**config.mk**
```make
export PLATFORM = sky130hd
export DESIGN_NAME = decodeStage
export DESIGN_NICKNAME = d
export VERILOG_FILES = /design/src/hw/isaPkg.sv /design/src/hw/pipePkg.sv /design/src/hw/branchResolve.sv /design/src/hw/decodeControl.sv /design/src/hw/decodeStage.sv /design/src/hw/fdPipeReg.sv /design/src/hw/immTargetGen.sv /design/src/hw/regFile.sv
export SDC_FILE = /design/constraint.sdc
export NUM_CORES = 2
export LEC_CHECK = 0
export BUFFER_PORTS_ARGS = -buffer_cell sky130_fd_sc_hd__buf_2
export CORE_MARGIN = 5
export CORE_UTILIZATION = 60
export CTS_CLUSTER_DIAMETER = 150
export DETAILED_ROUTE_END_ITERATION = 16
export GPL_TIMING_DRIVEN = 0
export HOLD_SLACK_MARGIN = 0.06
export MAX_ROUTING_LAYER = met4
export PLACE_DENSITY = 0.75
export SYNTH_ARGS = -nofsm -noshare
export SYNTH_HDL_FRONTEND = slang
export SYNTH_SLANG_ARGS = --single-unit
```
**constraint.sdc**
```tcl
create_clock -name clk -period 38.7 [get_ports clk]
set_input_delay 3.87 -clock clk [delete_from_list [all_inputs] [get_ports clk]]
set_output_delay 3.87 -clock clk [all_outputs]
set_load 0.05 [all_outputs]
```
**src/hw/isaPkg.sv**
```systemverilog
// ISA package with MIPS opcode and funct encodings, field widths and the instruction word views
package isaPkg;

  localparam int XLEN       = 32;
  localparam int REG_ADDR_W = 5;
  localparam int REG_COUNT  = 32;
  localparam int OP_W       = 6;
  localparam int FUNCT_W    = 6;
  localparam int SHAMT_W    = 5;
  localparam int IMM_W      = 16;
  localparam int JIDX_W     = 26;  // jump index, low bits of the word

  // primary opcodes of the supported subset
  typedef enum logic [OP_W-1:0] {
    OP_RTYPE = 6'b000000,
    OP_JAL   = 6'b000011,
    OP_BEQ   = 6'b000100,
    OP_BNE   = 6'b000101,
    OP_ADDI  = 6'b001000,
    OP_SLTI  = 6'b001010,
    OP_ANDI  = 6'b001100,
    OP_ORI   = 6'b001101,
    OP_XORI  = 6'b001110,
    OP_LUI   = 6'b001111,
    OP_LW    = 6'b100011,
    OP_SW    = 6'b101011
  } opcodeE;

  // funct field, only meaningful under OP_RTYPE
  typedef enum logic [FUNCT_W-1:0] {
    FN_NOP   = 6'b000000,
    FN_MFHI  = 6'b010000,
    FN_MFLO  = 6'b010010,
    FN_MULT  = 6'b011000,
    FN_MULTU = 6'b011001,
    FN_ADD   = 6'b100000,
    FN_SUB   = 6'b100010,
    FN_AND   = 6'b100100,
    FN_OR    = 6'b100101,
    FN_XOR   = 6'b100110,
    FN_XNOR  = 6'b100111,
    FN_SLT   = 6'b101010
  } functE;

  typedef struct packed {
    opcodeE                op;
    logic [REG_ADDR_W-1:0] rs;
    logic [REG_ADDR_W-1:0] rt;
    logic [REG_ADDR_W-1:0] rd;
    logic [SHAMT_W-1:0]    shamt;
    functE                 funct;
  } rFieldsT;

  typedef struct packed {
    opcodeE                op;
    logic [REG_ADDR_W-1:0] rs;
    logic [REG_ADDR_W-1:0] rt;
    logic [IMM_W-1:0]      imm;
  } iFieldsT;

  // same word, decoded as R-type or as I/J-type
  typedef union packed {
    rFieldsT rView;
    iFieldsT iView;
  } instrU;

endpackage

```
**src/hw/pipePkg.sv**
```systemverilog
// Pipeline package with the decode control bundle and the buses exchanged with other stages
package pipePkg;
  import isaPkg::*;

  typedef enum logic [2:0] {
    ALU_AND  = 3'b000,
    ALU_OR   = 3'b001,
    ALU_ADD  = 3'b010,
    ALU_XOR  = 3'b011,
    ALU_XNOR = 3'b100,
    ALU_SUB  = 3'b101,
    ALU_SLT  = 3'b110,
    ALU_LUI  = 3'b111
  } aluOpE;

  // writeback mux select, PC is the all-zero code
  typedef enum logic [2:0] {
    WB_PC  = 3'b000,
    WB_ALU = 3'b010,
    WB_MEM = 3'b011,
    WB_LO  = 3'b100,
    WB_HI  = 3'b110
  } wbSrcE;

  typedef enum logic [1:0] {
    SRC_REG     = 2'b00,
    SRC_SIGNIMM = 2'b01,
    SRC_ZEROIMM = 2'b10
  } aluSrcE;

  typedef enum logic [1:0] {
    BR_NONE = 2'b00,
    BR_BEQ  = 2'b01,
    BR_BNE  = 2'b10
  } branchE;

  typedef struct packed {
    logic   regWrite;
    wbSrcE  wbSrc;
    logic   memWrite;
    aluOpE  aluOp;
    aluSrcE aluSrc;
    logic   regDst;      // 1 selects rd, 0 selects rt
    branchE branch;
    logic   jump;
    logic   multStart;
    logic   multSigned;
    logic   illegal;
  } ctrlT;

  typedef struct packed {
    logic                  regWrite;
    logic [REG_ADDR_W-1:0] writeReg;
    logic [XLEN-1:0]       result;
  } wbBusT;

  typedef struct packed {
    logic            forwardA;
    logic            forwardB;
    logic [XLEN-1:0] aluOutM;  // memory stage ALU result
  } fwdBusT;

  typedef struct packed {
    ctrlT                  ctrl;
    logic [REG_ADDR_W-1:0] rs;
    logic [REG_ADDR_W-1:0] rt;
    logic [REG_ADDR_W-1:0] rd;
    logic [XLEN-1:0]       srcA;
    logic [XLEN-1:0]       srcB;
    logic [XLEN-1:0]       signImm;
    logic [XLEN-1:0]       zeroImm;
    logic [XLEN-1:0]       pcPlus4;
    logic [XLEN-1:0]       pcBranch;
    logic [XLEN-1:0]       jumpDst;
  } decodeT;

  typedef struct packed {
    logic            taken;
    logic [XLEN-1:0] target;
  } redirectT;

endpackage

```
**src/hw/branchResolve.sv**
```systemverilog
// Early branch resolution with memory stage forwarding and fetch redirect
module branchResolve import isaPkg::*, pipePkg::*; (
  input  logic [XLEN-1:0] rd1,
  input  logic [XLEN-1:0] rd2,
  input  fwdBusT          fwd,
  input  ctrlT            ctrl,
  input  logic [XLEN-1:0] pcBranch,
  input  logic [XLEN-1:0] jumpDst,
  output logic [XLEN-1:0] srcA,
  output logic [XLEN-1:0] srcB,
  output redirectT        redirect,
  output logic            flush
);

  logic branchHit;

  // forwarded operands also feed execute
  assign srcA = fwd.forwardA ? fwd.aluOutM : rd1;
  assign srcB = fwd.forwardB ? fwd.aluOutM : rd2;

  always_comb
  begin
    case (ctrl.branch)
      BR_BEQ:  branchHit = (srcA == srcB);
      BR_BNE:  branchHit = (srcA != srcB);
      default: branchHit = 1'b0;
    endcase
  end

  assign redirect.taken  = branchHit | ctrl.jump;
  assign redirect.target = ctrl.jump ? jumpDst : pcBranch;

  // squash the wrong-path instruction already fetched
  assign flush = redirect.taken;

endmodule

```
**src/hw/decodeControl.sv**
```systemverilog
// Main decoder turning opcode and funct into the pipeline control bundle
module decodeControl import isaPkg::*, pipePkg::*; (
  input  instrU instr,
  output ctrlT  ctrl
);

  // common shape of every ALU op that writes a register
  function automatic ctrlT aluCtrl(aluOpE op, aluSrcE src, logic toRd);
    ctrlT c;
    c          = '0;
    c.regWrite = 1'b1;
    c.wbSrc    = WB_ALU;
    c.aluOp    = op;
    c.aluSrc   = src;
    c.regDst   = toRd;
    return c;
  endfunction

  always_comb
  begin
    ctrl = '0;  // all inactive unless a case below says otherwise
    case (instr.rView.op)
      OP_RTYPE:
      begin
        case (instr.rView.funct)
          FN_NOP:  ctrl = '0;
          FN_ADD:  ctrl = aluCtrl(ALU_ADD, SRC_REG, 1'b1);
          FN_SUB:  ctrl = aluCtrl(ALU_SUB, SRC_REG, 1'b1);
          FN_AND:  ctrl = aluCtrl(ALU_AND, SRC_REG, 1'b1);
          FN_OR:   ctrl = aluCtrl(ALU_OR, SRC_REG, 1'b1);
          FN_XOR:  ctrl = aluCtrl(ALU_XOR, SRC_REG, 1'b1);
          FN_XNOR: ctrl = aluCtrl(ALU_XNOR, SRC_REG, 1'b1);
          FN_SLT:  ctrl = aluCtrl(ALU_SLT, SRC_REG, 1'b1);
          FN_MULT, FN_MULTU:
          begin
            // result lands in hi/lo, no register write here
            ctrl.wbSrc      = WB_ALU;
            ctrl.multStart  = 1'b1;
            ctrl.multSigned = (instr.rView.funct == FN_MULT);
          end
          FN_MFLO, FN_MFHI:
          begin
            ctrl.regWrite = 1'b1;
            ctrl.wbSrc    = (instr.rView.funct == FN_MFLO) ? WB_LO : WB_HI;
            ctrl.regDst   = 1'b1;
          end
          default: ctrl.illegal = 1'b1;
        endcase
      end
      OP_ADDI: ctrl = aluCtrl(ALU_ADD, SRC_SIGNIMM, 1'b0);
      OP_ANDI: ctrl = aluCtrl(ALU_AND, SRC_ZEROIMM, 1'b0);  // logical imms zero-extend
      OP_ORI:  ctrl = aluCtrl(ALU_OR, SRC_ZEROIMM, 1'b0);
      OP_XORI: ctrl = aluCtrl(ALU_XOR, SRC_ZEROIMM, 1'b0);
      OP_SLTI: ctrl = aluCtrl(ALU_SLT, SRC_SIGNIMM, 1'b0);
      OP_LUI:  ctrl = aluCtrl(ALU_LUI, SRC_SIGNIMM, 1'b0);
      OP_LW:
      begin
        ctrl       = aluCtrl(ALU_ADD, SRC_SIGNIMM, 1'b0);  // address calc
        ctrl.wbSrc = WB_MEM;
      end
      OP_SW:
      begin
        ctrl          = aluCtrl(ALU_ADD, SRC_SIGNIMM, 1'b0);
        ctrl.regWrite = 1'b0;
        ctrl.memWrite = 1'b1;
      end
      OP_JAL:
      begin
        // link into r31, selected downstream
        ctrl.regWrite = 1'b1;
        ctrl.wbSrc    = WB_PC;
        ctrl.jump     = 1'b1;
      end
      OP_BEQ, OP_BNE:
      begin
        ctrl.wbSrc  = WB_ALU;
        ctrl.aluOp  = ALU_SLT;
        ctrl.branch = (instr.iView.op == OP_BEQ) ? BR_BEQ : BR_BNE;
      end
      default: ctrl.illegal = 1'b1;
    endcase
  end

endmodule

```
**src/hw/decodeStage.sv**
```systemverilog
// Decode stage top, pipeline register, control decode, register read and branch resolution
module decodeStage import isaPkg::*, pipePkg::*; (
  input  logic            clk,
  input  logic            rst,
  input  logic            stall,
  input  instrU           instrF,
  input  logic [XLEN-1:0] pcPlus4F,
  input  fwdBusT          fwd,
  input  wbBusT           wb,
  output decodeT          dec,
  output redirectT        redirect
);

  instrU           instrD;
  logic [XLEN-1:0] pcPlus4D;
  ctrlT            ctrl;
  logic [XLEN-1:0] rd1;
  logic [XLEN-1:0] rd2;
  logic [XLEN-1:0] srcA;
  logic [XLEN-1:0] srcB;
  logic [XLEN-1:0] signImm;
  logic [XLEN-1:0] zeroImm;
  logic [XLEN-1:0] pcBranch;
  logic [XLEN-1:0] jumpDst;
  logic            flush;

  fdPipeReg fdReg (
    .clk      (clk),
    .rst      (rst),
    .stall    (stall),
    .flush    (flush),
    .instrF   (instrF),
    .pcPlus4F (pcPlus4F),
    .instrD   (instrD),
    .pcPlus4D (pcPlus4D)
  );

  decodeControl ctrlDec (
    .instr (instrD),
    .ctrl  (ctrl)
  );

  regFile regs (
    .clk (clk),
    .rst (rst),
    .rs  (instrD.rView.rs),
    .rt  (instrD.rView.rt),
    .wb  (wb),
    .rd1 (rd1),
    .rd2 (rd2)
  );

  immTargetGen immGen (
    .instr    (instrD),
    .pcPlus4  (pcPlus4D),
    .signImm  (signImm),
    .zeroImm  (zeroImm),
    .pcBranch (pcBranch),
    .jumpDst  (jumpDst)
  );

  branchResolve brRes (
    .rd1      (rd1),
    .rd2      (rd2),
    .fwd      (fwd),
    .ctrl     (ctrl),
    .pcBranch (pcBranch),
    .jumpDst  (jumpDst),
    .srcA     (srcA),
    .srcB     (srcB),
    .redirect (redirect),
    .flush    (flush)
  );

  assign dec = '{
    ctrl:     ctrl,
    rs:       instrD.rView.rs,
    rt:       instrD.rView.rt,
    rd:       instrD.rView.rd,
    srcA:     srcA,
    srcB:     srcB,
    signImm:  signImm,
    zeroImm:  zeroImm,
    pcPlus4:  pcPlus4D,
    pcBranch: pcBranch,
    jumpDst:  jumpDst
  };

endmodule

```
**src/hw/fdPipeReg.sv**
```systemverilog
// Fetch to decode pipeline register, holds on stall and drops to a bubble on flush
module fdPipeReg import isaPkg::*; (
  input  logic            clk,
  input  logic            rst,
  input  logic            stall,
  input  logic            flush,
  input  instrU           instrF,
  input  logic [XLEN-1:0] pcPlus4F,
  output instrU           instrD,
  output logic [XLEN-1:0] pcPlus4D
);

  always_ff @(posedge clk or posedge rst)
  begin
    if (rst)
    begin
      instrD   <= '0;
      pcPlus4D <= '0;
    end
    else if (flush)
    begin
      // zero word decodes as sll r0,r0,0 i.e. nop
      instrD   <= '0;
      pcPlus4D <= '0;
    end
    else if (!stall)
    begin
      instrD   <= instrF;
      pcPlus4D <= pcPlus4F;
    end
  end

endmodule

```
**src/hw/immTargetGen.sv**
```systemverilog
// Immediate extension and branch and jump target computation
module immTargetGen import isaPkg::*; (
  input  instrU           instr,
  input  logic [XLEN-1:0] pcPlus4,
  output logic [XLEN-1:0] signImm,
  output logic [XLEN-1:0] zeroImm,
  output logic [XLEN-1:0] pcBranch,
  output logic [XLEN-1:0] jumpDst
);

  logic [IMM_W-1:0]  imm;
  logic [JIDX_W-1:0] jIdx;

  assign imm  = instr.iView.imm;
  assign jIdx = instr[JIDX_W-1:0];  // rs, rt and imm together

  assign signImm = {{(XLEN-IMM_W){imm[IMM_W-1]}}, imm};
  assign zeroImm = {{(XLEN-IMM_W){1'b0}}, imm};

  // word offset, so shift by two before adding
  assign pcBranch = pcPlus4 + {signImm[XLEN-3:0], 2'b00};

  // pseudo-direct, keeps the current 256MB region
  assign jumpDst = {pcPlus4[XLEN-1:JIDX_W+2], jIdx, 2'b00};

endmodule

```
**src/hw/regFile.sv**
```systemverilog
// Register file with 32 words, two combinational read ports and one clocked write port
module regFile import isaPkg::*, pipePkg::*; (
  input  logic                  clk,
  input  logic                  rst,
  input  logic [REG_ADDR_W-1:0] rs,
  input  logic [REG_ADDR_W-1:0] rt,
  input  wbBusT                 wb,
  output logic [XLEN-1:0]       rd1,
  output logic [XLEN-1:0]       rd2
);

  logic [XLEN-1:0] regs [REG_COUNT];

  always_ff @(posedge clk or posedge rst)
  begin
    if (rst)
    begin
      for (int i = 0; i < REG_COUNT; i++)
      begin
        regs[i] <= '0;
      end
    end
    else if (wb.regWrite)
    begin
      regs[wb.writeReg] <= wb.result;  // r0 may be written, reads mask it
    end
  end

  // no write-through, new data shows up next cycle
  assign rd1 = (rs == '0) ? '0 : regs[rs];
  assign rd2 = (rt == '0) ? '0 : regs[rt];

endmodule

```
* Word level (Yosys, flattened, before mapping) *
Index checks and enable logic that the tools add are counted.

storage, ports and cells
  logic and storage cells = 123
  bits in latches = 0
  bits of input ports = 139
  memories kept = 0
  register bits = 1088
  bits in writable memories = 0
  output and inout port bits = 289
  ROM bits = 0

cells by class
  order comparisons = 4
  add/subtract/negate cells = 1
  multiply operators = 0
  mux-type cells = 35
  equality and inequality tests = 27
  divide/modulo/power cells = 0
  reduce and logical (&&, ||, !) cells = 18
  bitwise gates (word level) = 4
  shift-type cells = 0

operators with widths
  kind                                           number
  bitwise mux 1024 bit                           1
  2-to-1 mux 32 bit                              14
  binary-select mux 32 bit (select 5 bit)        2
  demux 32 bit (select 5 bit)                    1
  == test 6 bit, second input constant           9
  == test 6 x 4 -> 1 bit, second input constant  6
  adder 32 bit                                   1
  == test 32 bit                                 1
  inequality test 32 bit                         1
  one-hot mux 5 bit (6 select lines)             1
  OR reduction 9 bit                             3
  == test 6 x 5 -> 1 bit, second input constant  4
  >= comparator 6 bit, second input constant     3
  inverter 5 -> 6 bit                            3
  one-hot mux 3 bit (3 select lines)             2
  one-hot mux 3 bit (6 select lines)             1
  == test 6 x 3 -> 1 bit, second input constant  2
  zero test 6 bit                                2
  OR reduction 12 bit                            1
  OR reduction 11 bit                            1
  zero test 5 bit                                2
  2-to-1 mux 2 bit                               5
  OR reduction 3 bit                             3
  one-hot mux 1 bit (2 select lines)             4
  other kinds (12)                               16

* Logic depth before layout (Yosys ltp) *
  depth in word-level cells = 10
  gate-level depth with buffers = 21

* By module *
From an unflattened synthesis, not the netlist that was laid out.

second synthesis, totals
  cells, all modules = 4542
  area, all modules = 62193.4 µm²

modules (own cells, without submodules)
  module         sequential area each (µm²)  times used  area an instance (µm²)  cells each
  regFile        25624.6                     1           54593.6                 3681
  fdPipeReg      1601.5                      1           2621.3                  207
  immTargetGen   0.0                         1           2309.7                  322
  branchResolve  0.0                         1           2118.3                  241
  decodeControl  0.0                         1           550.5                   91

* Least setup slack after synthesis *
Ideal clock, no wire load.

  path type = input to output
  start point = in fwd[33] (netlist name)
  end point = out redirect[32] (netlist name)
  arrival time = 7.742 ns
  required time = 34.830 ns
  setup slack = 27.088 ns
  cell stages on the path = 13
  cells stage by stage = clkbuf_1 clkbuf_1 clkbuf_1 buf_1 nand2_1 a221oi_1 xnor2_1 o2111ai_1 nor4_2 a21oi_1 o22a_1 buf_2 buf_4

RTL lines
  element             RTL line           RTL
  start: declaration  decodeStage.sv:8   input fwdBusT fwd,
  end: declaration    decodeStage.sv:11  output redirectT redirect

* Final worst setup path *
  start point = in fwd[32] (netlist name)
  end point = out redirect[32] (netlist name)

between the ends
  word-level cells in the longest chain between the ends = 4
  elaborated cells between the ends (all ways) = 5

RTL lines
  element                                                   RTL line                                  RTL
  2-to-1 mux 32 bit (*)                                     branchResolve.sv:19                       assign srcB = fwd.forwardB ? fwd.aluOutM : rd2;
  inequality test 32 bit or == test 32 bit (tied branches)  branchResolve.sv:25, branchResolve.sv:24
  one-hot mux 1 bit (2 select lines) (*)                    branchResolve.sv:23                       case (ctrl.branch)
  bitwise OR 1 bit (*)                                      branchResolve.sv:30                       assign redirect.taken = branchHit | ctrl.jump;

Mark *: on every way between the ends. The rest lies on a longest branch, timed or not.

==> run_results.csv <==
group,metric,value,unit
yosys,avgSynthCellArea,13.6,um2
routing,final_antenna_net_count,0,
worst_setup_path,crit_top_cell,"buf_2",
yosys,synth_most_common_cell,"dfrtp_1",
worst_setup_path,critPathMaxStageDelay,1.32,ns
clock_network,cts_buffers,118,
clock_network,root_buffer,"clkbuf_16",
die,start_util,60.4,%
yosys,synth_top_area_share,43.6,%
yosys,synth_area_leaders,"dfrtp_1 (44%), mux2_2 (19%), mux4_2 (15%), mux2i_1 (4.5%), buf_4 (1.6%)",
yosys,syn-cell-area,0.0625,mm2
routing,vias_per_cell,7.71,
pwr,p_comb_share,37.2,%
yosys,yosys.area.top_type,"dfrtp_1",
pwr,seqPwrFrac,35.5,%
die,die_h,333,um
sta,rsz0062_at_grt,"no",
sta,finalCritPeriodShare,38.8,%
routing,vias,51600,
worst_setup_path,cp.arrival,11.15,ns
placed_design,placedInstanceArea,0.0669,mm2
yosys,synth-edff-count,0,
clock_network,clk_path_buf_depth,3,
global_routing,grt_pass1_vias,49500,
finish,fin_nets,5351,
hold_path,hp-class,"reg -> reg",
sta,setup_viol_count_final,0,
routing,dr.pass1.iters,12,
placed_design,gp_congestion,1.11,
worst_setup_path,crit_fanout,10,
yosys,synth_common_cells,"dfrtp_1 (1088), mux2_2 (1080), mux4_2 (412)",
routing,wl,314,mm
yosys,yosysWarnings,0,
routing,drtIter0Drc,9025,
worst_setup_path,cp-end-kind,"output port",
status,violations,"max-capacitance violations, max-slew violations",
worst_setup_path,cp.buffers_inverters,7,
global_routing,antenna_found_initial,35,
global_routing,track_usage,57.2,%
yosys,synth_seq_cells,1088,
sta,relSlewSlack,-17.2,%
clock_network,cts_max_level,3,
die,rows,118,
placed_design,post-dp-hpwl,216,mm
global_routing,grt_max_degree,127,
pwr,p_int,2640,uW
pwr,power.density,61.1,mW/mm2
die,pin_count,428,
global_routing,overflow,0,
sta,fin_worst_skew,0.0496,ns
worst_setup_path,cp_top_family,"buffers and inverters",
die,die_area,0.111,mm2
worst_setup_path,crit_chain,"buf_2 > clkbuf_1 > clkbuf_2 > clkbuf_1 > nand2_1 > a21oi_1 > xor2_1 > nor3b_1 > nand4_1 > nor4_2 > a21oi_1 > o22a_1 > buf_2 > buf_4 > buf_2",
yosys,synth_ff_type,"dfrtp_1",
routing,drt-wirelength-per-cell,46.9,um
sta,hold_viol_final,0,
sta,post-route-min-period,15.02,ns
finish,drive_gt1_share,47.6,%
yosys,synth_cell_types,95,
finish,synthToLayoutAreaGrowth,13.7,%
clock_network,ctsHoldBuffers,0,
status,status,"finished with violations",
clock_network,cts_resized,0,
global_routing,grt_pass1_wl,419,mm
clock_network,post_cts_buffers,0,
routing,drc,0,
pwr,p_leak,0.0317,uW
pwr,p_sw_share,39.1,%
pwr,power.total,4340,uW
run,maxCapViolations,30,
pwr,switchingPower,1700,uW
clock_network,clk_pin_slew_worst_paths,0.06,ns
clock_network,cts_tree,"done",
worst_setup_path,required,34.83,ns
yosys,ys_seq_area_share,43.6,%
die,fp.coreArea,0.103,mm2
yosys,syn_inst,4612,
die,die_w,333,um
pwr,peakVddDrop,58.6,uV
pwr,clockPowerShare,27.3,%
placed_design,port_buffers,408,
sta,slew_viol_final,286,
clock_network,numClockSinks,1088,
sta,worstMarginPinSlew,1.76,ns
finish,final_area,0.0711,mm2
worst_setup_path,critPathLaunchType,"input pin",
clock_network,worstSkewPairLatency,0.76,ns
worst_setup_path,timing_worst_setup_path_type,"in -> out",
sta,max_freq,0.0666,GHz
yosys,ys_async_sr_fraction,100,%
sta,whs,0.525,ns
worst_setup_path,cpMaxStageDelayCell,"clkbuf_1",
-- final cells by class --
class	count	area [um2]
Antenna cell	49	123
Buffer	552	3290
Clock buffer	163	3390
Clock inverter	45	523
Fill cell	7449	32400
Inverter	34	135
Multi-Input combinational cell	2955	32000
Sequential cell	1088	27200
Tap cell	1380	1730
Timing Repair Buffer	433	2600
-- power by group through the flow --
| stage | clock [uW] | combinational (uW) | sequential [uW] |
|---|---|---|---|
| floorplan | 0 | 1050 | 1500 |
| global placement | 0 | 1510 | 1530 |
| detailed placement | 0 | 1540 | 1540 |
| CTS | 1170 | 1540 | 1530 |
| global route | 1220 | 1620 | 1560 |
| finish | 1190 | 1620 | 1540 |
-- metal layers --
metal | share of wire [%] | track usage, % | vias up
met1 | 32 | 65.1 | 26100
met3 | 17 | 29.5 | 1731
met5 | 0 | - | -
met2 | 39 | 74.7 | 5197
li1 | - | - | 18600
met4 | 12 | 46.9 | 0
-- metrics by stage --
| step | utilization (%) | setup TNS, ns | worst slack [ns] | std cells |
|---|---|---|---|---|
| detailed placement | 64.7 | 0 | 24.45 | 6438 |
| CTS | 68.4 | 0 | 24.43 | 6646 |
| global placement | 64.1 | -8369.40 | -7.93 | 6417 |
| floorplan | - | 0 | 4.20 | 4629 |
| finish | 68.7 | 0 | 23.68 | 6699 |
| global route | 68.6 | 0 | 24.26 | 6681 |
-- worst reg2reg max path: cells and delay by family (launching register included) --
family | cells | cell delay, ns
buffers and inverters | 7 | 4.06
AOI/OAI and AO/OA | 4 | 2.18
and+or+nand+nor | 3 | 0.65
DFF | 1 | 0.55
muxes | 1 | 0.45
xor gates and xnor gates | 1 | 0.33
-- cell usage in the layout (no fill, tap or decap), types with 49 or more instances in the layout --
cell type,instances
dfrtp_1,1087
mux2_2,1080
buf_2,489
mux4_2,412
mux2i_1,283
nand2_1,240
clkbuf_1,222
buf_4,138
clkbuf_16,121
nor2_1,87
a22oi_1,63
a21oi_1,59
o22ai_1,57
nor2_4,50
diode_2,49
-- kinds of logic (layout without fill, tap and decap cells) --
family / Yosys count / count (layout) / synth area share, %
xor gates and xnor gates: 52 / 52 / 0.751
and+or+nand+nor: 607 / 607 / 5.31
DFF: 1088 / 1088 / 43.6
buffers and inverters: 586 / 1227 / 5.36
adders and majority gates: 30 / 30 / 0.613
other: 1 / 67 / 0.00600
muxes: 1776 / 1776 / 38.9
AOI/OAI and AO/OA: 472 / 472 / 5.54
-- worst paths after layout --
check,from,endpoint,slack (ns),cells after the start
max,fwd[32],redirect[32],23.68,15
min,regs.regs[670],regs.regs[670],0.52,1
max reg2reg,fdReg.instrD[17],fdReg.instrD[15],30.41,16
min reg2reg,regs.regs[670],regs.regs[670],0.52,1
max in group asynchronous,rst,regs.regs[17],32.80,6
min in group asynchronous,rst,fdReg.instrD[12],3.22,2
-- registers in the layout (all words and copies together), names as in the netlist --
register	count
fdReg.pcPlus4D	32
regs.regs	1024
fdReg.instrD	32
Note: power is estimated with default switching activity, not from simulation.
